**src/design/vga_pkg.sv**
```systemverilog
// 640x480 at 60 Hz timing only, pixel clock near 25 MHz.
// other modes would need new constants here.
`default_nettype none

package vga_pkg;

    // horizontal timing in pixels
    localparam int h_display = 640;
    localparam int h_front   = 16;
    localparam int h_sync    = 96;
    localparam int h_back    = 48;
    localparam int h_total   = 800;

    // vertical timing in lines
    localparam int v_display = 480;
    localparam int v_bottom  = 10;
    localparam int v_sync    = 2;
    localparam int v_top     = 33;
    localparam int v_total   = 525;

    // beam counter widths
    localparam int hpos_w = 10;
    localparam int vpos_w = 10;

endpackage

`default_nettype wire

```
**src/design/vga_timing.sv**
```systemverilog
// free-running beam counters, syncs active low.
// outputs are decoded from the counters and not registered.
`default_nettype none

module vga_timing
    import vga_pkg::*;
(
    input  logic              clk,
    input  logic              arst_n,
    output logic [hpos_w-1:0] hpos,
    output logic [vpos_w-1:0] vpos,
    output logic              display_on,
    output logic              hsync_raw,
    output logic              vsync_raw
);

    logic h_last;
    logic v_last;

    // last pixel of a line, last line of a frame
    assign h_last = (hpos == hpos_w'(h_total - 1));
    assign v_last = (vpos == vpos_w'(v_total - 1));

    always_ff @(posedge clk or negedge arst_n) begin
        if (!arst_n) begin
            hpos <= '0;
            vpos <= '0;
        end else if (h_last) begin
            hpos <= '0;
            // line done, step the frame counter
            if (v_last) begin
                vpos <= '0;
            end else begin
                vpos <= vpos + 1'b1;
            end
        end else begin
            hpos <= hpos + 1'b1;
        end
    end

    // visible area is the top left corner of the raster
    assign display_on = (hpos < hpos_w'(h_display)) && (vpos < vpos_w'(v_display));

    // sync pulse sits after display and front porch
    assign hsync_raw = !((hpos >= hpos_w'(h_display + h_front))
                      && (hpos < hpos_w'(h_display + h_front + h_sync)));

    // bottom border plays the front porch role vertically
    assign vsync_raw = !((vpos >= vpos_w'(v_display + v_bottom))
                      && (vpos < vpos_w'(v_display + v_bottom + v_sync)));

    // counters must never leave the raster
    a_beam_in_raster: assert property (
        @(posedge clk) disable iff (!arst_n)
        (hpos < hpos_w'(h_total)) && (vpos < vpos_w'(v_total))
    );

endmodule

`default_nettype wire

```
**config.mk**
```make
export PLATFORM = sky130hd
export DESIGN_NAME = vga_timing
export DESIGN_NICKNAME = d
export VERILOG_FILES = /design/src/design/vga_pkg.sv /design/src/design/vga_timing.sv
export SDC_FILE = /design/constraint.sdc
export NUM_CORES = 1
export LEC_CHECK = 0
export ABC_AREA = 1
export BUFFER_PORTS_ARGS = -buffer_cell sky130_fd_sc_hd__buf_2
export CORE_UTILIZATION = 35
export DETAILED_ROUTE_END_ITERATION = 16
export HOLD_SLACK_MARGIN = 0.05
export PLACE_DENSITY = 0.59
export SLEW_MARGIN = 15
export SYNTH_ARGS = -nofsm -noshare
export SYNTH_HDL_FRONTEND = slang
export SYNTH_SLANG_ARGS = --single-unit
```
**constraint.sdc**
```tcl
create_clock -name clk -period 2 [get_ports clk]
set_clock_uncertainty 0.1 [all_clocks]
set_input_delay 0.2 -clock clk [delete_from_list [all_inputs] [get_ports clk]]
set_output_delay 0.2 -clock clk [all_outputs]
set_load 0.03 [all_outputs]
```
* Word-level counts from Yosys, hierarchy flattened
Cells that the tools add are included.
** Storage, ports and cells
- Register bits after elaboration :: 20
- Logic and storage cells :: 19
- Output and inout port bits :: 23
** Cells by class
- Order comparisons :: 6
- Muxes and demuxes :: 2
- Equality and inequality tests :: 2
- Reduce and logical (&&, ||, !) cells :: 5
- Add/subtract/negate cells :: 2
** Operator list (count)
- $add 10x1->10 const B :: 2
- $eq 10x10->1 const B :: 2
- $lt 10x10->1 const B :: 2
- $lt 10x9->1 const B :: 2
- $mux 10 :: 2
- $ge 10x10->1 const B :: 1
- $ge 10x9->1 const B :: 1
- $logic_and 1x1->1 :: 3
- $logic_not 1->1 :: 2

* Longest topological paths before layout
- Depth after elaboration :: 3
- Gate-level depth with buffers :: 8

* Least setup slack after synthesis
Ideal clock, no wire load.
- Kind :: register -> output
- Start point :: reg hpos[8]
- End point :: out display_on
- Cell stages (with the launch flop) :: 4
- Slack :: 0.197 ns
- Arrival time :: 1.503 ns
- Path buffers :: 0
- Cell sequence :: dfrtp_1 nand2_1 nand2_1 nor3_1
** Between the ends
- Cells in the longest elaborated chain, start to end :: 2
** RTL lines
- start, declared :: line vga_timing.sv:10 : output logic [hpos_w-1:0] hpos,
- start signal, assigned :: line vga_timing.sv:37 : hpos <= hpos + 1'b1;
- $lt 10x10->1 :: line vga_timing.sv:42 : assign display_on = (hpos < hpos_w'(h_display)) && (vpos < vpos_w'(v_display));
- $logic_and 1x1->1 :: line vga_timing.sv:42
- end, declared :: line vga_timing.sv:12 : output logic display_on,
No other way between the ends.

* Worst setup path in the final report
Same ends and word-level chain as after synthesis.

==> reports/metrics.sh <==
RUN_STATUS='complete, no violations'
CTS.SINKS=20
DIE_W_MICRONS=60.3
POST_SYNTH_XOR_AREA_FRACTION=0.0515
FINAL_CELL_MIX='sky130_fd_sc_hd__nand2_1 (39), sky130_fd_sc_hd__buf_2 (24), sky130_fd_sc_hd__inv_1 (21), sky130_fd_sc_hd__dfrtp_1 (20), sky130_fd_sc_hd__nor2_1 (19)'
CLOCK_TREE.ROOT_CELL='sky130_fd_sc_hd__clkbuf_4'
NET_COUNT_OF_THE_MAPPED_NETLIST=159
SYN_INST=153
FIN_NETS=188
POWERDENSITY_mW_PER_MM2=441
FLOORPLAN.ROWS=20
FMAXACHIEVABLE_GHz=0.562
WL_PER_CELL_MICRONS=11.6
SYNTH.FF_LATCH_COUNT=20
WORST_R2R_PATH_DEPTH=7
TIMING.CRITICAL_PATH.TO_TYPE='output port'
DIE-AREA_SQ_MM=0.00364
CORE_BOX_AREA_SQ_MM=0.00313
DETAIL_ROUTE.FIRST_PASS.ITERATIONS=5
SETUP.WORST_PATH.START_CLASS='register'
GRT_PASS1_WL_MM=4.40
FINAL.HOLD.WORST_SLACK_NS=0.269
NETLIST_AREA_SQ_MM=0.00119
MAX_SLEW.WORST_PIN.SLEW_NS=0.459
CLOCKBUFFERDEPTH=2
CLK-INSERTION-DELAY-LATE_NS=0.30
FINAL_CELLS=224
IO_PINS=25
TIMING.FINAL.HOLD_VIOLATIONS=0
VIA_COUNT=1084
CTS_HOLD_BUF=1
FIN_CRIT_SH=0.890
FINAL_PERIOD_MINUS_WORST_SETUP_SLACK_NS=1.78
CTS-HTREE-LEVELS=1
SETUP-VIOLATIONS-FINAL=0
IR_DROP_mV=0.196
POSTCTSSETUPBUFFERS=0
SYNTH_TOP_FAMILY_BY_AREA='simple AND/OR/NAND/NOR gates'
VIAS_IN_THE_FIRST_GLOBAL_ROUTE=993
SYNTH_TOP_CELL_AREA_SHARE=0.421
FIN_SETUP_TNS_NS=0
ROUTE.FINAL.WIRE_LENGTH_MM=2.60
FINALWEIGHTEDCONGESTION=0.867
POST_ROUTE_CELLS_DRIVE_ABOVE_1_SHARE=0.194
RELSLEWSLACK=0.694
ANTENNA_VIOLATING_NETS_POST_ROUTE=0
HOLD_PATH_CLASS='in -> async'
TRITONCTS.NUM_BUFFERS=3
POST_PLACE_CELLS=220
UTILIZATION=0.442
SYNTH_SEQ_AREA_SHARE=0.421
SYNTHESIS.AREA_PER_INSTANCE_SQ_UM=7.78
DRT-INITIAL-DRC-COUNT=47
SYNTH_SIMPLE_GATE_AREA_SHARE=0.335
LAYOUT.FILLER_CELLS=323
COUNT_OF_CELL_TYPES_IN_THE_NETLIST=22
GRT-OVFL-TOTAL=0
TOTALPOWERFINAL_mW=0.610
WORST-PATH-MAX-FANOUT=5
DIODES=0
WORST-SETUP-PATH-TYPE='reg -> out'
LARGEST_CELLS_BY_AREA_AFTER_SYNTHESIS='sky130_fd_sc_hd__dfrtp_1 (42%), sky130_fd_sc_hd__nand2_1 (12%), sky130_fd_sc_hd__inv_1 (6.6%), sky130_fd_sc_hd__nor2_1 (6.0%), sky130_fd_sc_hd__xor2_1 (5.2%)'
DIE_HEIGHT_MICRONS=60.3
SYNTH-COMPOUND-AREA-SHARE=0.0683
NUMBER_OF_ANTENNA_VIOLATIONS_AT_THE_FIRST_CHECK_IN_GLOBAL_ROUTING=0
SYNTH.AREA.MUX_SHARE=0
RSZ0062_AT_GRT='false'
WORST_SETUP_HOLD_PATH_CLK_SLEW_NS=0.11
SYNTH_ADDER_AREA_SHARE=0.0421
PORT_BUFFERS=24
SYNTHTOLAYOUTAREAGROWTH_PCT=16.2
POST_CTS_RESIZE_COUNT=0
SUM_OF_NET_HALF_PERIMETERS_AFTER_DETAILED_PLACEMENT_MM=1.92
SLEW_VIOLATIONS=0
DRC=0
MOST_COMMON_LIBRARY_CELL_IN_THE_LAYOUT_IGNORING_FILL_AND_TAPS='sky130_fd_sc_hd__nand2_1'
GRT_MAX_DEGREE=21
CP.ARRIVAL_NS=1.48
TRITONCTS='yes'
VIAS_CELL=4.84
FLOORPLAN.INITIALDENSITY=0.380
GRT.TOTAL_USAGE=0.164
SYNTH_AREA_LEADER_CELL='sky130_fd_sc_hd__dfrtp_1'
YOSYS_WARNINGS=0
NUMBER_OF_MAX_CAP_VIOLATIONS=0
WORST_EP_REQUIRED_TIME_NS=1.70
TOTAL_LEAKAGE_POWER_nW=0.705
critical path: stages (launching register included):
cell,delay (ns)
sky130_fd_sc_hd__dfrtp_1,0.45
sky130_fd_sc_hd__nand2_1,0.20
sky130_fd_sc_hd__nand2_1,0.07
sky130_fd_sc_hd__nor3_1,0.22
sky130_fd_sc_hd__buf_2,0.23
metrics by stage:
step | instance area [sq um] | setup WS, ns
final | 1380 | 0.220
after detailed placement | 1350 | 0.260
after global routing | 1380 | 0.0994
after global placement | 1350 | 0.351
after floorplan | 1190 | 0.197
after CTS | 1380 | 0.230
registers in the layout, summed over array words and instances, names as in the netlist:
| name | count |
|---|---|
| vpos | 10 |
| hpos | 10 |
area by class of cell:
type                            instances  area (sq um)  area share
Sequential cell                        20           500       0.362
Inverter                               22          82.6      0.0597
Clock buffer                            3          22.5      0.0163
Timing Repair Buffer                   25           130      0.0941
Multi-Input combinational cell        110           592       0.428
Tap cell                               44          55.1      0.0398
cells by family after synthesis:
logic type,count (synthesis)
simple gates,84
buf+inv,23
flops,20
compound gates,15
xor+xnor,7
fa+ha+maj,4
per-layer routing:
metal  vias to the layer above  wire length, microns  track usage  share of wire
met5                         -                     0            0              0
met3                         4                   127       0.0281          0.049
li1                        539                     -            -              -
met1                       498                  1300        0.222           0.50
met2                        43                  1140        0.253           0.44
met4                         0                    31       0.0797          0.012
report_power, final:
part | internal (mW) | switching, mW | total, mW
Combinational | 0.00198 | 0.00798 | 0.00996
Sequential | 0.404 | 0 | 0.404
Clock | 0.0704 | 0.125 | 0.196
Total | 0.477 | 0.133 | 0.610
synth_stat cells, drive strengths merged:
cell type / count
nor3b: 1
nand4: 6
dfrtp: 20
nand2: 40
xor2: 7
nor2: 22
o211ai: 1
inv: 22
buf: 1
o21ai: 14
nand3: 9
nor3: 6
ha: 4
path summary, 6_finish.rpt:
path	to	slack, ns	start
worst max register to register	vpos[7]	0.27	hpos[0]
worst min register to register	hpos[0]	0.46	hpos[0]
worst max-delay path	display_on	0.22	hpos[8]
max in group asynchronous	vpos[2]	1.22	arst_n
min in group clk	hpos[0]	0.46	hpos[0]
worst min-delay path	hpos[7]	0.27	arst_n
(Power assumes the default switching activity.)
