File: src/design/draw_pkg.sv
// drawing command fields and 80x60 frame-buffer geometry.
// each cell covers 8x8 screen pixels.
`default_nettype none

package draw_pkg;

    // command opcodes
    typedef enum logic [1:0] {
        op_plot,
        op_hline,
        op_vline,
        op_clear
    } draw_op_e;

    // command field widths
    localparam int cell_x_w = 7;
    localparam int cell_y_w = 6;
    // line length in cells, 0 is taken as 1
    localparam int len_w    = 7;
    localparam int colour_w = 3;

    // frame-buffer geometry
    localparam int fb_cols    = 80;
    localparam int fb_rows    = 60;
    localparam int fb_cells   = 4800;
    localparam int addr_w     = 13;
    localparam int cell_shift = 3;

    // white after reset
    localparam logic [colour_w-1:0] reset_colour = 3'b111;

    localparam int fifo_depth = 8;

endpackage

`default_nettype wire

File: src/design/draw_execute.sv
// writes one cell per blanking cycle, runs pause during display.
// the reset fill reuses the run datapath with white over all cells.
`default_nettype none

module draw_execute
    import draw_pkg::*;
(
    input  logic                clk,
    input  logic                arst_n,
    input  logic                display_on,
    input  logic                run_start,
    input  logic [addr_w-1:0]   run_addr,
    input  logic [addr_w-1:0]   run_count,
    input  logic [addr_w-1:0]   run_stride,
    input  logic [colour_w-1:0] run_colour,
    output logic                run_ready,
    output logic                wr_en,
    output logic [addr_w-1:0]   wr_addr,
    output logic [colour_w-1:0] wr_colour
);

    typedef enum logic [1:0] {
        s_fill,
        s_idle,
        s_run
    } state_e;

    state_e              state;
    logic [addr_w-1:0]   addr;
    logic [addr_w-1:0]   remaining;
    logic [addr_w-1:0]   stride;
    logic [colour_w-1:0] colour;
    logic                step;

    // one cell per cycle, blanking only
    assign step      = (state != s_idle) && !display_on;
    assign run_ready = (state == s_idle);

    assign wr_en     = step;
    assign wr_addr   = addr;
    assign wr_colour = colour;

    always_ff @(posedge clk or negedge arst_n) begin
        if (!arst_n) begin
            // fill set up as a run over the whole buffer
            state     <= s_fill;
            addr      <= '0;
            remaining <= addr_w'(fb_cells);
            stride    <= addr_w'(1);
            colour    <= reset_colour;
        end else begin
            case (state)
                s_idle: begin
                    if (run_start) begin
                        state     <= s_run;
                        addr      <= run_addr;
                        remaining <= run_count;
                        stride    <= run_stride;
                        colour    <= run_colour;
                    end
                end
                default: begin
                    // fill and run step alike
                    if (step) begin
                        addr      <= addr + stride;
                        remaining <= remaining - 1'b1;
                        if (remaining == addr_w'(1)) begin
                            state <= s_idle;
                        end
                    end
                end
            endcase
        end
    end

    // stepping by the stride never leaves the buffer
    a_write_in_buffer: assert property (
        @(posedge clk) disable iff (!arst_n) wr_en |-> (wr_addr < addr_w'(fb_cells))
    );

    // decode only strobes while we are idle
    a_start_when_idle: assert property (
        @(posedge clk) disable iff (!arst_n) run_start |-> (state == s_idle)
    );

endmodule

`default_nettype wire

File: config.mk
export PLATFORM = sky130hd
export DESIGN_NAME = draw_execute
export DESIGN_NICKNAME = d
export VERILOG_FILES = /design/src/design/draw_pkg.sv /design/src/design/draw_execute.sv
export SDC_FILE = /design/constraint.sdc
export NUM_CORES = 1
export LEC_CHECK = 0
export ABC_AREA = 0
export BUFFER_PORTS_ARGS = -buffer_cell sky130_fd_sc_hd__buf_2
export CAP_MARGIN = 20
export CORE_MARGIN = 3
export CORE_UTILIZATION = 48
export DETAILED_ROUTE_END_ITERATION = 8
export PLACE_DENSITY_LB_ADDON = 0.2
export SYNTH_ARGS = -nofsm -noshare
export SYNTH_HDL_FRONTEND = slang
export SYNTH_SLANG_ARGS = --single-unit
File: constraint.sdc
create_clock -name clk -period 2.05 [get_ports clk]
set_input_delay 0.1025 -clock clk [delete_from_list [all_inputs] [get_ports clk]]
set_output_delay 0.1025 -clock clk [all_outputs]
set_load 0.01 [all_outputs]
# Word-level counts from Yosys, hierarchy flattened
# Cells that the tools add are included.
# word_totals
reg_bits	44
elab_cells	28
inputBits	46
# op_classes
n_mux	10
eq_ne	4
n_reduce_logical	7
n_addsub	2
# op_table
cell	count
$mux W13	6
$add A13 B13 Y13	1
$eq A13 B1 Y1 const B	1
$sub A13 B1 Y13 const B	1
$mux W2	4
$reduce_and A2 Y1	2
$reduce_bool A2 Y1	2
$reduce_and A3 Y1	1
$eq A2 B1 Y1 const B	1
$ne A2 B1 Y1 const B	1
$ne A2 B2 Y1 const B	1
$logic_and A1 B1 Y1	1
$logic_not A1 Y1	1

# Logic depth before layout (Yosys ltp)
# logic_depth
word_depth	4
ltp_mapped	8
depth_no_buf	7

# Worst setup path after synthesis
# No wires, ideal clock.
# synth_path
path_kind	reg-to-reg
from	register addr[0] (netlist: wr_addr[0])
to	register addr[12] (netlist: wr_addr[12])
slack_ps	-133
stages_incl_launch_ff	8
required_ps	1915
arrival_ps	2048
cell_sequence	dfrtp_1 ha_1 fa_1 a21o_1 a221oi_1 o221ai_1 xnor2_1 o21ai_0
# synth_between
elab_chain_len	3
# synth_lines
element	line_no	rtl
start: declaration	draw_execute.sv:29	logic [addr_w-1:0] addr;
start signal: assignment	draw_execute.sv:56	addr <= run_addr;
start signal: assignment	draw_execute.sv:65	addr <= addr + stride;
$add A13 B13 Y13	draw_execute.sv:65	
$mux W13	draw_execute.sv:64	if (step) begin
$mux W13	draw_execute.sv:52	case (state)
# Every way passes these cells. The select of a mux whose other input is x is not followed.
# A chain may end at the register's enable or synchronous reset.

# Final worst setup path
# Ends and elaborated chain as after synthesis.

==> out/summary.txt <==
========================================================================================
Max Used Layer ............................................................         met4
Clock tree buffer depth ...................................................            2
Core ar. ..................................................................  0.00520 mm2
Outcome ................................................................... finished, final reports clean
Clock group share of total power ..........................................        0.116
Global-route wire length before repair ....................................      11.4 mm
Worst-path cell chain ..................................................... ha_4, fa_2, a21o_1, a221oi_4, o221ai_2, xnor2_1, o21ai_1
Count of different cell masters after synthesis ...........................           51
Number of hold-slack violations in the final timing report ................            0
Antenna-violating nets left ...............................................            0
Period minus WS final .....................................................      2010 ps
Library cell occupying the most area in the post-synthesis netlist ........ sky130_fd_sc_hd__dfrtp_1
DR WL/cell ................................................................      15.1 um
Final-stage net count .....................................................          455
Initial antenna violation count ...........................................            0
Sequential fraction of design power .......................................        0.334
Leakage ...................................................................   0.00170 uW
Crit path max fanout ......................................................            4
Period Utilization, post-route ............................................        0.980
Portion of total power attributed to combinational logic ..................        0.550
Endpoints failing setup ...................................................            0
Total nets after synthesis ................................................          364
Starting utilization of the core area .....................................        0.503
Bufs and invs on worst path ...............................................            0
Initial detailed-routing violation count ..................................          134
FF+latch count, synth .....................................................           44
I/O Buffers ...............................................................           63
Clock skew ................................................................      9.43 ps
Setup CP Type ............................................................. flip-flop to flip-flop
Maximum single-stage delay on the critical path ...........................       410 ps
Routed WL .................................................................      7.02 mm
Synthesized area ..........................................................  0.00262 mm2
Number of sinks handled by clock tree synthesis ...........................           44
Chip width ................................................................      79.8 um
GRT overflow ..............................................................            0
Leading cell type in the layout, fill and taps excluded ................... sky130_fd_sc_hd__nand2_1
Leading cell types in the layout, fill and taps excluded .................. 71 x sky130_fd_sc_hd__nand2_1, 63 x sky130_fd_sc_hd__buf_2, 36 x sky130_fd_sc_hd__dfrtp_1
Commonest register cell after synthesis ................................... sky130_fd_sc_hd__dfrtp_1
Metal-1 WL ................................................................      3.38 mm
Worst IR Drop VDD .........................................................   0.000795 V
Num CTS Buffers ...........................................................            5
Max_cap viols .............................................................            0
Arrival time at the worst endpoint ........................................      2190 ps
RSZ-0062 raised after global routing ......................................         true
Final worst hold slack ....................................................      4.74 ps
Achievable clock frequency ................................................      498 MHz
Proportion of synthesized chip area in sequential cells ...................        0.424
Post-synth EDFFs ..........................................................            0
Root buffer selected by CTS ............................................... sky130_fd_sc_hd__clkbuf_8
Diodes inserted ...........................................................            0
DIE AREA ..................................................................  0.00638 mm2
I/O pin count .............................................................           64
CP startpoint kind ........................................................    flip-flop
Routability congestion estimate from global placement .....................        0.865
Critical-path top delay cell .............................................. sky130_fd_sc_hd__dfrtp_1
Cell Pwr Density ..........................................................  1480 mW/mm2
Met2 layer wire length in the routed design ...............................      3.25 mm
Die Span Y ................................................................      79.8 um
Utilization after layout ..................................................        0.657
Max-Slew Margin vs Limit ..................................................        0.616
Crit end category .........................................................    flip-flop
Cell internal power dissipation ...........................................      2910 uW
Power dissipated by switching net loads ...................................      2140 uW
Slew at the pin closest to its max-slew limit .............................       576 ps
Standard-cell row count ...................................................           26
Met3 layer wire length in the routed design ...............................       312 um
Cells taking the most area after synthesis ................................ sky130_fd_sc_hd__dfrtp_1 34%, sky130_fd_sc_hd__nand2_1 10%, sky130_fd_sc_hd__dfstp_2 8.0%
Gate count after technology mapping .......................................          303
Number of global-route vias before repair .................................         2412
Length of the first detailed-routing pass in iterations ...................            4
Count of yosys warnings during synthesis ..................................            0
Clock-pin slew on the worst setup and hold paths ..........................        90 ps
Largest net degree at the start of global routing .........................           45
Switch share ..............................................................        0.424
Number of slew-limit violations in the final report .......................            0
Worst path required time ..................................................      2230 ps
Via-per-instance ratio ....................................................         5.48
Mean Syn Cell Area ........................................................     8.64 um2
Share of final-layout standard cells stronger than drive strength 1 .......        0.291
Largest delay contributor family on the critical path ..................... compound AO/OA/AOI/OAI gates
Total half-perimeter wirelength after legalization and detailed placement .      4.94 mm
H-tree level count ........................................................            2
Worst skew pair latency ...................................................       300 ps
Share of Yosys cell area claimed by the top area cell type ................        0.344
Class of the worst hold path .............................................. input port to flip-flop
Via total after detailed routing ..........................................         2546
Tot GR Track Use ..........................................................        0.228
TritonCTS clock tree ......................................................        built
Async set-reset flop share out of synthesis ...............................         1.00
Number of design rule violations left after detail routing ................            0
Synth-to-layout area growth ...............................................        30.6%
========================================================================================
==> power groups by stage <==
stage | logic (uW) | clock network (uW) | registers, uW
global route | 3110 | 629 | 1750
detailed placement | 2570 | 0 | 1680
finish | 2780 | 584 | 1690
floorplan | 1770 | 0 | 1680
CTS | 2670 | 590 | 1660
global placement | 2490 | 0 | 1660
==> metal layers <==
metal | GRT usage | vias to the layer above
li1 | - | 1260
met1 | 0.318 | 1222
met2 | 0.359 | 57
met3 | 0.0451 | 7
met4 | 0.0709 | 0
met5 | 0 | -
==> cell type report <==
type                            instances  area [um2]
Sequential cell                        44        1110
Tap cell                               70        87.6
Fill cell                             462        1790
Timing Repair Buffer                   98         618
Clock buffer                            6        82.6
Clock inverter                          2        10.0
Inverter                               11        41.3
Multi-Input combinational cell        234        1470
==> stage by stage <==
stage,instances,TNS [ps],instance area [um2],power [uW],worst slack (ps)
detailed placement,439,-253,3100,4260,-102
global placement,439,-90.9,3100,4150,-46.9
floorplan,303,0,2620,3450,9.39
finish,465,0,3420,5050,41.0
CTS,463,0,3370,4920,47.6
global route,465,-99.5,3420,5490,-38.0
==> worst min-delay path: cells and delay by family <==
family                 cells  cell delay, ps
AOI/OAI and AO/OA          1              50
buffers and inverters      1              80
and+or+nand+nor            1              60
==> registers in the layout, indices dropped and copies added (netlist names) <==
| signal | cells |
|---|---|
| wr_addr | 13 |
| remaining | 13 |
| wr_colour | 3 |
| state | 2 |
| stride | 13 |
==> cells by family after synthesis <==
family,share of synthesized area
adder cells (fa/ha/maj),0.0746
flip-flops,0.424
AND/OR/NAND/NOR,0.236
AO/OA/AOI/OAI,0.194
XOR/XNOR,0.0234
multiplexers,0.0115
buffers and inverters,0.0368
==> final timing paths <==
kind	to	depth (start not counted)	from	slack (ps)
hold / removal	remaining[9]$_DFFE_PN1P_	3	run_count[9]	5
hold reg to reg	wr_colour[0]$_DFFE_PN1P_	2	wr_colour[0]$_DFFE_PN1P_	460
min in group asynchronous	remaining[4]$_DFFE_PN0P_	3	arst_n	410
setup / recovery	wr_addr[12]$_DFFE_PN0P_	7	wr_addr[0]$_DFFE_PN0P_	40
setup reg to reg	wr_addr[12]$_DFFE_PN0P_	7	wr_addr[0]$_DFFE_PN0P_	40
max in group asynchronous	wr_addr[11]$_DFFE_PN0P_	3	arst_n	1250
==> synth_stat cells, types with 4 or more instances <==
cell type / number
sky130_fd_sc_hd__clkbuf_1: 11
sky130_fd_sc_hd__nor2_1: 19
sky130_fd_sc_hd__xor2_1: 4
sky130_fd_sc_hd__dfrtp_1: 36
sky130_fd_sc_hd__a21o_1: 7
sky130_fd_sc_hd__nor4_1: 5
sky130_fd_sc_hd__o211ai_1: 4
sky130_fd_sc_hd__o22ai_1: 4
sky130_fd_sc_hd__a31oi_1: 4
sky130_fd_sc_hd__o21ai_0: 14
sky130_fd_sc_hd__a22oi_1: 5
sky130_fd_sc_hd__inv_1: 9
sky130_fd_sc_hd__dfstp_2: 8
sky130_fd_sc_hd__a21oi_1: 22
sky130_fd_sc_hd__and4_1: 5
sky130_fd_sc_hd__and3_1: 5
sky130_fd_sc_hd__nand3_1: 8
sky130_fd_sc_hd__ha_1: 14
sky130_fd_sc_hd__nand2_1: 71
==> timing repair <==
item / 4_1_cts / 5_1_grt
hold buffers: 16 / 0
buffers inserted: 0 / 2
resized for setup: 4 / 8
cloned: 0 / 0
endpoints found under the hold margin: 51 / 0
pin swaps: 1 / 6
endpoints found under the setup margin: 4 / 6
No activity file was read; power rests on OpenSTA's default activity.
