**src/design/draw_pkg.sv**
```systemverilog
// drawing command fields and 80x60 frame-buffer geometry.
// each cell covers 8x8 screen pixels.
`default_nettype none

package draw_pkg;

    // command opcodes
    typedef enum logic [1:0] {
        op_plot,
        op_hline,
        op_vline,
        op_clear
    } draw_op_e;

    // command field widths
    localparam int cell_x_w = 7;
    localparam int cell_y_w = 6;
    // line length in cells, 0 is taken as 1
    localparam int len_w    = 7;
    localparam int colour_w = 3;

    // frame-buffer geometry
    localparam int fb_cols    = 80;
    localparam int fb_rows    = 60;
    localparam int fb_cells   = 4800;
    localparam int addr_w     = 13;
    localparam int cell_shift = 3;

    // white after reset
    localparam logic [colour_w-1:0] reset_colour = 3'b111;

    localparam int fifo_depth = 8;

endpackage

`default_nettype wire

```
**src/design/draw_fifo.sv**
```systemverilog
// eight-entry command queue, head shown combinationally.
// push while full and pop while empty are ignored and flagged.
`default_nettype none

module draw_fifo
    import draw_pkg::*;
(
    input  logic                clk,
    input  logic                arst_n,
    input  logic                push,
    input  logic                pop,
    input  draw_op_e            in_op,
    input  logic [cell_x_w-1:0] in_x,
    input  logic [cell_y_w-1:0] in_y,
    input  logic [len_w-1:0]    in_len,
    input  logic [colour_w-1:0] in_colour,
    output draw_op_e            q_op,
    output logic [cell_x_w-1:0] q_x,
    output logic [cell_y_w-1:0] q_y,
    output logic [len_w-1:0]    q_len,
    output logic [colour_w-1:0] q_colour,
    output logic                full,
    output logic                empty
);

    // storage, one array per field
    draw_op_e            mem_op     [fifo_depth];
    logic [cell_x_w-1:0] mem_x      [fifo_depth];
    logic [cell_y_w-1:0] mem_y      [fifo_depth];
    logic [len_w-1:0]    mem_len    [fifo_depth];
    logic [colour_w-1:0] mem_colour [fifo_depth];

    logic [$clog2(fifo_depth)-1:0] wr_ptr;
    logic [$clog2(fifo_depth)-1:0] rd_ptr;
    logic [$clog2(fifo_depth):0]   count;
    logic                          do_wr;
    logic                          do_rd;

    assign do_wr = push && !full;
    assign do_rd = pop && !empty;

    always_ff @(posedge clk) begin
        if (do_wr) begin
            mem_op[wr_ptr]     <= in_op;
            mem_x[wr_ptr]      <= in_x;
            mem_y[wr_ptr]      <= in_y;
            mem_len[wr_ptr]    <= in_len;
            mem_colour[wr_ptr] <= in_colour;
        end
    end

    // pointers wrap on their own at depth 8
    always_ff @(posedge clk or negedge arst_n) begin
        if (!arst_n) begin
            wr_ptr <= '0;
            rd_ptr <= '0;
            count  <= '0;
        end else begin
            if (do_wr) begin
                wr_ptr <= wr_ptr + 1'b1;
            end
            if (do_rd) begin
                rd_ptr <= rd_ptr + 1'b1;
            end
            // occupancy holds when both happen
            if (do_wr && !do_rd) begin
                count <= count + 1'b1;
            end else if (do_rd && !do_wr) begin
                count <= count - 1'b1;
            end
        end
    end

    assign full  = (count == fifo_depth);
    assign empty = (count == '0);

    // head of queue
    assign q_op     = mem_op[rd_ptr];
    assign q_x      = mem_x[rd_ptr];
    assign q_y      = mem_y[rd_ptr];
    assign q_len    = mem_len[rd_ptr];
    assign q_colour = mem_colour[rd_ptr];

    a_no_push_full: assert property (
        @(posedge clk) disable iff (!arst_n) !(push && full)
    );
    a_no_pop_empty: assert property (
        @(posedge clk) disable iff (!arst_n) !(pop && empty)
    );

endmodule

`default_nettype wire

```
**config.mk**
```make
export PLATFORM = sky130hd
export DESIGN_NAME = draw_fifo
export DESIGN_NICKNAME = d
export VERILOG_FILES = /design/src/design/draw_pkg.sv /design/src/design/draw_fifo.sv
export SDC_FILE = /design/constraint.sdc
export NUM_CORES = 1
export LEC_CHECK = 0
export ABC_AREA = 1
export BUFFER_PORTS_ARGS = -buffer_cell sky130_fd_sc_hd__buf_2
export CAP_MARGIN = 10
export CORE_AREA = 2 2 142 144
export CTS_CLUSTER_DIAMETER = 60
export DETAILED_ROUTE_END_ITERATION = 8
export DIE_AREA = 0 0 144 146
export PLACE_DENSITY_LB_ADDON = 0.15
export SLEW_MARGIN = 20
export SYNTH_ARGS = -nofsm -noshare
export SYNTH_HDL_FRONTEND = slang
export SYNTH_SLANG_ARGS = --single-unit
```
**constraint.sdc**
```tcl
create_clock -name clk -period 3.5 [get_ports clk]
set_clock_uncertainty 0.2 [all_clocks]
set_input_delay 0 -clock clk [delete_from_list [all_inputs] [get_ports clk]]
set_output_delay 0 -clock clk [all_outputs]
set_load 0.05 [all_outputs]
```
# Word level (Yosys, flattened, before mapping)
# Memory sizes are Yosys's and may differ from the RTL's.
# Cells that the tools add are included.
totals:
  mem_bits_rw: 200
  rom_bits: 0
  output_inout_bits: 27
  register_bits: 10
  latch_bits: 0
  wordCells: 27
  memories: 5
  input_bits: 29
op_classes:
  n_shift: 0
  bitwise: 0
  mux: 4
  eq_ne: 1
  n_lt_le_gt_ge: 0
  mul: 0
  div: 0
  n_reduce_logical: 10
  addsub: 4
memory_table:
  columns: ["name", "depth", "width", "read_ports", "rd_ports_with_merged_regs", "wr", "line_no", "text"]
  rows:
  - ["mem_len", 8, 7, 1, 0, 1, "draw_fifo.sv:30", "logic [len_w-1:0] mem_len [fifo_depth];"]
  - ["mem_x", 8, 7, 1, 0, 1, "draw_fifo.sv:28", "logic [cell_x_w-1:0] mem_x [fifo_depth];"]
  - ["mem_y", 8, 6, 1, 0, 1, "draw_fifo.sv:29", "logic [cell_y_w-1:0] mem_y [fifo_depth];"]
  - ["mem_colour", 8, 3, 1, 0, 1, "draw_fifo.sv:31", "logic [colour_w-1:0] mem_colour [fifo_depth];"]
  - ["mem_op", 8, 2, 1, 0, 1, "draw_fifo.sv:27", "draw_op_e mem_op [fifo_depth];"]
op_table:
  columns: ["op", "n"]
  rows:
  - ["$mux W4", 2]
  - ["$add A3 B1 Y3 const B", 2]
  - ["$add A4 B1 Y4 const B", 1]
  - ["$eq A4 B4 Y1 const B", 1]
  - ["$logic_and A1 B1 Y1", 4]
  - ["$logic_not A1 Y1", 4]
  - ["$logic_not A4 Y1", 1]
  - ["$sub A4 B1 Y4 const B", 1]
  - ["$mux W1", 2]
  - ["$reduce_bool A2 Y1", 1]

# Logic depth before layout (Yosys ltp)
# Gate-level depths: netlist of run 1.
depth:
  depth_word: 7
  depth_mapped: 13

# Least setup slack after synthesis of run 1
# OpenSTA, ideal clock, no wires.
synth_timing:
  kind: "reg2reg"
  startpoint: "register count[0]"
  endpoint: "memory mem_colour[0][0], enable pin"
  stages_incl_launch_ff: 7
  setup_slack_ns: 0.959
  synth_period_minus_slack_ns: 2.541
  arrival_time_ns: 1.934
  path_buffers: 0
  path_cell_list: "dfrtp_1 > nor2_1 > nand3_1 > nand2_1 > inv_2 > nand2_1 > nor2_1"
synth_via:
  elab_chain_len: 5
synth_lines:
  columns: ["item", "line_no", "text"]
  rows:
  - ["start: declaration", "draw_fifo.sv:35", "logic [$clog2(fifo_depth):0] count;"]
  - ["start signal: assignment", "draw_fifo.sv:67", "count <= count + 1'b1;"]
  - ["start signal: assignment", "draw_fifo.sv:69", "count <= count - 1'b1;"]
  - ["$eq A4 B4 Y1", "draw_fifo.sv:74", "assign full = (count == fifo_depth);"]
  - ["$logic_not A1 Y1", "draw_fifo.sv:39", "assign do_wr = push && !full;"]
  - ["$logic_and A1 B1 Y1", "draw_fifo.sv:39", null]
  - ["named net do_wr", "draw_fifo.sv:36", "logic do_wr;"]
  - ["$mux W1", "draw_fifo.sv:43", "if (do_wr) begin"]
  - ["$mux W1 (implied by the code)", "draw_fifo.sv:48", "mem_colour[wr_ptr] <= in_colour;"]
  - ["end: declaration", "draw_fifo.sv:31", null]
# The timed path passes the listed nets, and every way through them passes these cells.

# Final worst setup path of run 1
layout_timing:
  startpoint: "register rd_ptr[0]"
  endpoint: "output port q_y[4]"
layout_via:
  elab_chain_len: 1
layout_lines:
  columns: ["item", "line_no", "text"]
  rows:
  - ["start: declaration", "draw_fifo.sv:34", "logic [$clog2(fifo_depth)-1:0] rd_ptr;"]
  - ["start signal: assignment", "draw_fifo.sv:63", "rd_ptr <= rd_ptr + 1'b1;"]
  - ["$mem_v2 Z8 W6", null, null]
  - ["end: declaration", "draw_fifo.sv:19", "output logic [cell_y_w-1:0] q_y,"]
# Every way passes these cells.

==> impl_metrics.json, run 1 <==
{
  "min_period_ns": 2.846,
  "yosys.area.top_type_share_pct": 69.97,
  "synth_edf_count": 200,
  "status": "finished, final reports clean",
  "cts_resized": 0,
  "arrival_ns": 2.65,
  "syn_inst": 749,
  "dieWidth_um": 144,
  "post_drt_wl_per_cell_um": 17.69,
  "setup_viol": 0,
  "crit_slowest_cell": "dfrtp_2",
  "finalPower_mw": 9.476,
  "timing.final.crit_share_pct": 81.32,
  "grt_setup_unrepaired": "no",
  "clk_root_buffer_cell": "clkbuf_16",
  "seq_area_frac_synth_pct": 72.89,
  "die_y_um": 146,
  "nets": 871,
  "post-place-cells": 1047,
  "clock.fmax_mhz": 351.3,
  "ios": 56,
  "clockBufferDepth": 3,
  "fin_hold_ws_ns": 0.1002,
  "numPortBuffers": 55,
  "numCtsBuffers": 23,
  "worstSetupPathType": "reg2out",
  "slowest_delay_ns": 0.76,
  "core_um2": 19330,
  "yosysTopAreaCell": "edfxtp_1",
  "vias": 5654,
  "p_per_area_nw_per_um2": 931.4,
  "clkSinkCount": 210,
  "dieArea_um2": 21020,
  "tightest_slew_ns": 0.7185,
  "route.detailed.drc": 0,
  "synthTopCellsByArea": "edfxtp_1 (70%), nand2_1 (13%), o21ai_0 (3.1%)",
  "synth-seq-cells": 210,
  "hold_viol": 0,
  "grt_pass1_vias": 5628,
  "vias_per_cell": 5.066,
  "overflow": 0,
  "clk_pin_slew_ns": 0.06,
  "diodes": 0,
  "drive_gt1_share_pct": 13.98,
  "critical_path.max_fanout": 42,
  "r2r_start": "count[0]$_DFFE_PN0P_",
  "grt_pass1_wl_mm": 31.12,
  "antenna_found_initial": 0,
  "fin_setup_tns_ns": 0,
  "initial_core_util_pct": 44.39,
  "max-slew-margin-rel_pct": 52.05,
  "holdCritStartpoint": "pop",
  "cts_tree": "built",
  "cts_hold_buf": 29,
  "syn_avg_cell_area_um2": 11.46,
  "grt_usage_pct": 19.22,
  "cp-start-kind": "flip-flop",
  "synth.cell_area_um2": 8583,
  "gp_congestion": 0.7965,
  "grt_max_degree": 83,
  "hold_class": "in2reg",
  "postRouteAntennaNets": 0,
  "wl_mm": 19.74,
  "slew_viol_final": 0,
  "crit_path_start": "rd_ptr[0]$_DFFE_PN0P_",
  "finish.utilization_pct": 52.62,
  "htreeDepth": 1,
  "clock_latency_ns": 0.49,
  "max-cap-violations": 0,
  "first_pass_iters": 4,
  "final_cells": 1116,
  "ir_worst_vdd_mv": 0.4539,
  "initialDrtViolationCount": 469,
  "required_ns": 3.30,
  "postCtsSetupRepairBufs": 0,
  "synth_cell_types": 21,
  "synthFlopType": "edfxtp_1",
  "area_delta_synth_final_pct": 18.53,
  "p_leak_nw": 3.939,
  "worstPathCellList": "buf_4, nand2_1, nand2_1, nand2_1, o21ai_1, nand2_1, nand2_1, buf_2",
  "yosysMostFrequentCell": "nand2_1",
  "cpMostUsedCell": "nand2_1",
  "dpl.hpwl_mm": 11.71,
  "critical_path.endpoint_type": "output port",
  "yosysWarnings": 0,
  "synthArstFlopShare_pct": 4.762,
  "ys_top_cells_by_count": "nand2_1 (305), edfxtp_1 (200), nor2_1 (60)",
  "row_count": 51,
  "synth_nets": 784
}
## worst max-delay path: cells and delay by family, from the launching register on
family          cells  cell delay, ns
flops               1            0.76
compound gates      1            0.10
simple gates        5            0.49
buf+inv             2            0.77
## registers in the layout, indices dropped and copies added, names as in the netlist
signal / cells
rd_ptr: 3
wr_ptr: 3
mem_y: 48
count: 4
mem_op: 16
mem_colour: 24
mem_len: 56
mem_x: 56
## final timing paths
check	end	slack (ns)	cells past startpoint
min in group asynchronous	count[3]$_DFFE_PN0P_	0.32	3
hold / removal	rd_ptr[1]$_DFFE_PN0P_	0.10	4
setup reg to reg	count[3]$_DFFE_PN0P_	1.10	12
hold reg to reg	wr_ptr[0]$_DFFE_PN0P_	0.35	2
setup / recovery	q_y[4]	0.65	8
max in group asynchronous	rd_ptr[1]$_DFFE_PN0P_	2.42	3
## kinds of logic (layout without fill, tap and decap cells)
group                    Yosys count  in the layout  share of synthesized area [%]
AND/OR/NAND/NOR                  371            371                          16.33
flip-flops                       210            210                          72.89
AO/OA/AOI/OAI                    105            105                          6.122
buffers and inverters             52            154                          3.192
adder cells (fa/ha/maj)            6              6                         0.9621
XOR/XNOR                           5              5                         0.5102
## placed cells by master, fill, tap and decap left out, drive strengths merged, types with 4 or more instances in the layout
| cell | synthesis | final |
|---|---|---|
| clkinv | 1 | 10 |
| nor2 | 60 | 60 |
| dlygate4sd3 | 0 | 29 |
| edfxtp | 200 | 200 |
| clkbuf | 12 | 26 |
| xnor2 | 4 | 4 |
| dfrtp | 10 | 10 |
| nand3 | 5 | 5 |
| inv | 13 | 13 |
| bufinv | 0 | 4 |
| ha | 5 | 5 |
| buf | 26 | 71 |
| o21ai | 104 | 104 |
| nand2 | 305 | 305 |
## power breakdown
part / internal [mW] / switching (mW) / total (mW)
Combinational: 0.916 / 2.81 / 3.72
Sequential: 3.15 / 0.176 / 3.33
Clock: 1.49 / 0.933 / 2.43
## through the flow
stage | area, um^2 | worst slack (ns)
3_5_place_dp | 9125 | 1.133
6_report | 10170 | 0.6538
5_1_grt | 10170 | 0.4766
2_1_floorplan | 8583 | 0.9587
3_3_place_gp | 9125 | 1.183
4_1_cts | 10170 | 0.6795
## final cells by class
cell class                 count  area, um^2
fill                        1674        9161
clock buffer                  26       586.8
multi-input combinational    487        2073
tap                          265       331.6
inverter                      14       53.80
clock inverter                14       171.4
timing repair buffer         100       698.2
sequential                   210        6259
## per-layer routing
layer  GRT usage (%)  vias up  wire (um)
met5               0        -          0
met4           5.343        0        370
met3           2.896       32       1094
met2           27.57      151       8515
met1           30.51     2758       9761
li1                -     2713          -
Power figures use the tool's default switching activity.
==> inputs of run 2 (changes only) <==
- clock period: 3.5 -> 2.5 ns (I/O delays scaled with it)
==> impl_metrics.json, run 2 (synthesis results as in run 1) <==
{
  "clock.fmax_mhz": 425.3,
  "first_pass_iters": 4,
  "postLayoutSetupSlackWorst_ns": 0.1489,
  "post-place-cells": 1055,
  "required_ns": 2.70,
  "dieWidth_um": 144,
  "critical_path.max_fanout": 5,
  "vias_per_cell": 4.917,
  "nets": 880,
  "p_leak_nw": 4.015,
  "grt_pass1_vias": 5590,
  "min_period_ns": 2.351,
  "clk_pin_slew_ns": 0.06,
  "critical_path.endpoint_type": "flip-flop",
  "ios": 56,
  "overflow": 0,
  "status": "finished, final reports clean",
  "antenna_found_initial": 0,
  "fin_hold_ws_ns": 0.09248,
  "clock_latency_ns": 0.51,
  "initialDrtViolationCount": 335,
  "vias": 5546,
  "place_ws_ns": 0.1282,
  "core_um2": 19330,
  "top_regs": "mem_len: 56 flops, mem_x: 56 flops, mem_y: 48 flops",
  "worstSetupPathType": "reg2reg",
  "grt_max_degree": 102,
  "mostFrequentLayoutCells": "nand2_1 (305), edfxtp_1 (200), buf_2 (55)",
  "slew_viol_final": 0,
  "clockBufferDepth": 3,
  "setup_viol": 0,
  "max-slew-margin-rel_pct": 57.89,
  "crit_path_start": "count[0]$_DFFE_PN0P_",
  "initial_core_util_pct": 44.39,
  "ir_worst_vdd_mv": 0.6109,
  "postRouteAntennaNets": 0,
  "numCtsBuffers": 24,
  "arrival_ns": 2.55,
  "grt_pass1_wl_mm": 29.44,
  "area_delta_synth_final_pct": 20.10,
  "htreeDepth": 1,
  "tightest_slew_ns": 0.6308,
  "post_drt_wl_per_cell_um": 16.36,
  "wl_mm": 18.45,
  "crit_slowest_cell": "dfrtp_2",
  "cts_tree": "built",
  "clk_root_buffer_cell": "clkbuf_16",
  "postCtsSetupRepairBufs": 0,
  "gp_congestion": 0.8203,
  "max-cap-violations": 0,
  "slowest_delay_ns": 0.45,
  "r2r_start": "count[0]$_DFFE_PN0P_",
  "place_area_um2": 9210,
  "drive_gt1_share_pct": 15.30,
  "row_count": 51,
  "hold_viol": 0,
  "diodes": 0,
  "holdCritStartpoint": "pop",
  "worstPathCellList": "nor2_2, nand3_1, nand2_1, inv_2, ha_1, inv_1, ha_1, or2_0, nand2_1, nand2_1, nand3_1, nand2_1",
  "route.detailed.drc": 0,
  "final_cells": 1128,
  "hold_class": "in2reg",
  "grt_setup_unrepaired": "no",
  "finalPower_mw": 13.31,
  "numPortBuffers": 55,
  "dieArea_um2": 21020,
  "fin_area_um2": 10310,
  "layout_commonest_cell": "nand2_1",
  "timing.final.crit_share_pct": 94.04,
  "cp-start-kind": "flip-flop",
  "clkSinkCount": 210,
  "cpMostUsedCell": "nand2_1",
  "dpl.hpwl_mm": 10.35,
  "p_per_area_nw_per_um2": 1292,
  "grt_usage_pct": 17.99,
  "die_y_um": 146
}
==> run 2: cell types whose count changed in the layout (fill, tap and decap cells not counted), sizes merged <==
| cell | previous run | this run |
|---|---|---|
| clkinv | 10 | 9 |
| clkbuf | 26 | 33 |
| buf | 71 | 79 |
| bufinv | 4 | 2 |
| inv | 13 | 14 |
| clkinvlp | 1 | 0 |
==> run 2: repair_timing <==
action,CTS,global route
resized for setup,1,6
setup endpoints to repair,4,11
endpoints found under the hold margin,220,0
hold buffers,29,0
==> run 2: where the power goes <==
part / internal [mW] / leakage, nW / switching (mW)
clock: 2.12 / 0.392 / 1.32
sequential: 4.42 / 1.93 / 0.177
combinational: 1.38 / 1.69 / 3.91
total: 7.91 / 4.02 / 5.41
==> run 2: critical path, delay by kind of cell (launching register included) <==
family,cells,cell delay (ns)
DFF,1,0.45
and+or+nand+nor,8,0.86
buffers and inverters,2,0.21
adders and majority gates,2,0.51
==> run 2: per-stage QoR <==
stage	utilization, %	TNS (ns)
floorplan	-	-7.097
global placement	47.63	0
detailed placement	47.63	0
CTS	53.24	0
global route	53.32	0
finish	53.32	0
==> run 2: worst paths after layout <==
check,end,slack (ns),depth (start not counted)
max,count[3]$_DFFE_PN0P_,0.15,12
min,rd_ptr[1]$_DFFE_PN0P_,0.09,4
max reg2reg,count[3]$_DFFE_PN0P_,0.15,12
min reg2reg,count[2]$_DFFE_PN0P_,0.33,2
max in group asynchronous,rd_ptr[1]$_DFFE_PN0P_,1.45,3
min in group asynchronous,count[1]$_DFFE_PN0P_,0.29,3
==> run 2: final cells by class <==
class / count / area (um^2)
clock buffers: 33 / 685.7
inverters: 14 / 60.06
flip-flops and latches: 210 / 6260
multi-input cells: 487 / 2076
clock inverters: 11 / 105.1
fillers: 1690 / 9026
repair buffers: 108 / 790.8
well taps: 265 / 331.6
==> run 2: per-layer routing <==
layer / vias to the layer above / wire [um] / part of all wire, % / track usage, %
li1: 2732 / - / - / -
met1: 2691 / 8198 / 44 / 23.44
met2: 107 / 9134 / 50 / 31.36
met3: 16 / 943 / 5.1 / 2.962
met4: 0 / 173 / 0.94 / 4.461
met5: - / 0 / 0 / 0
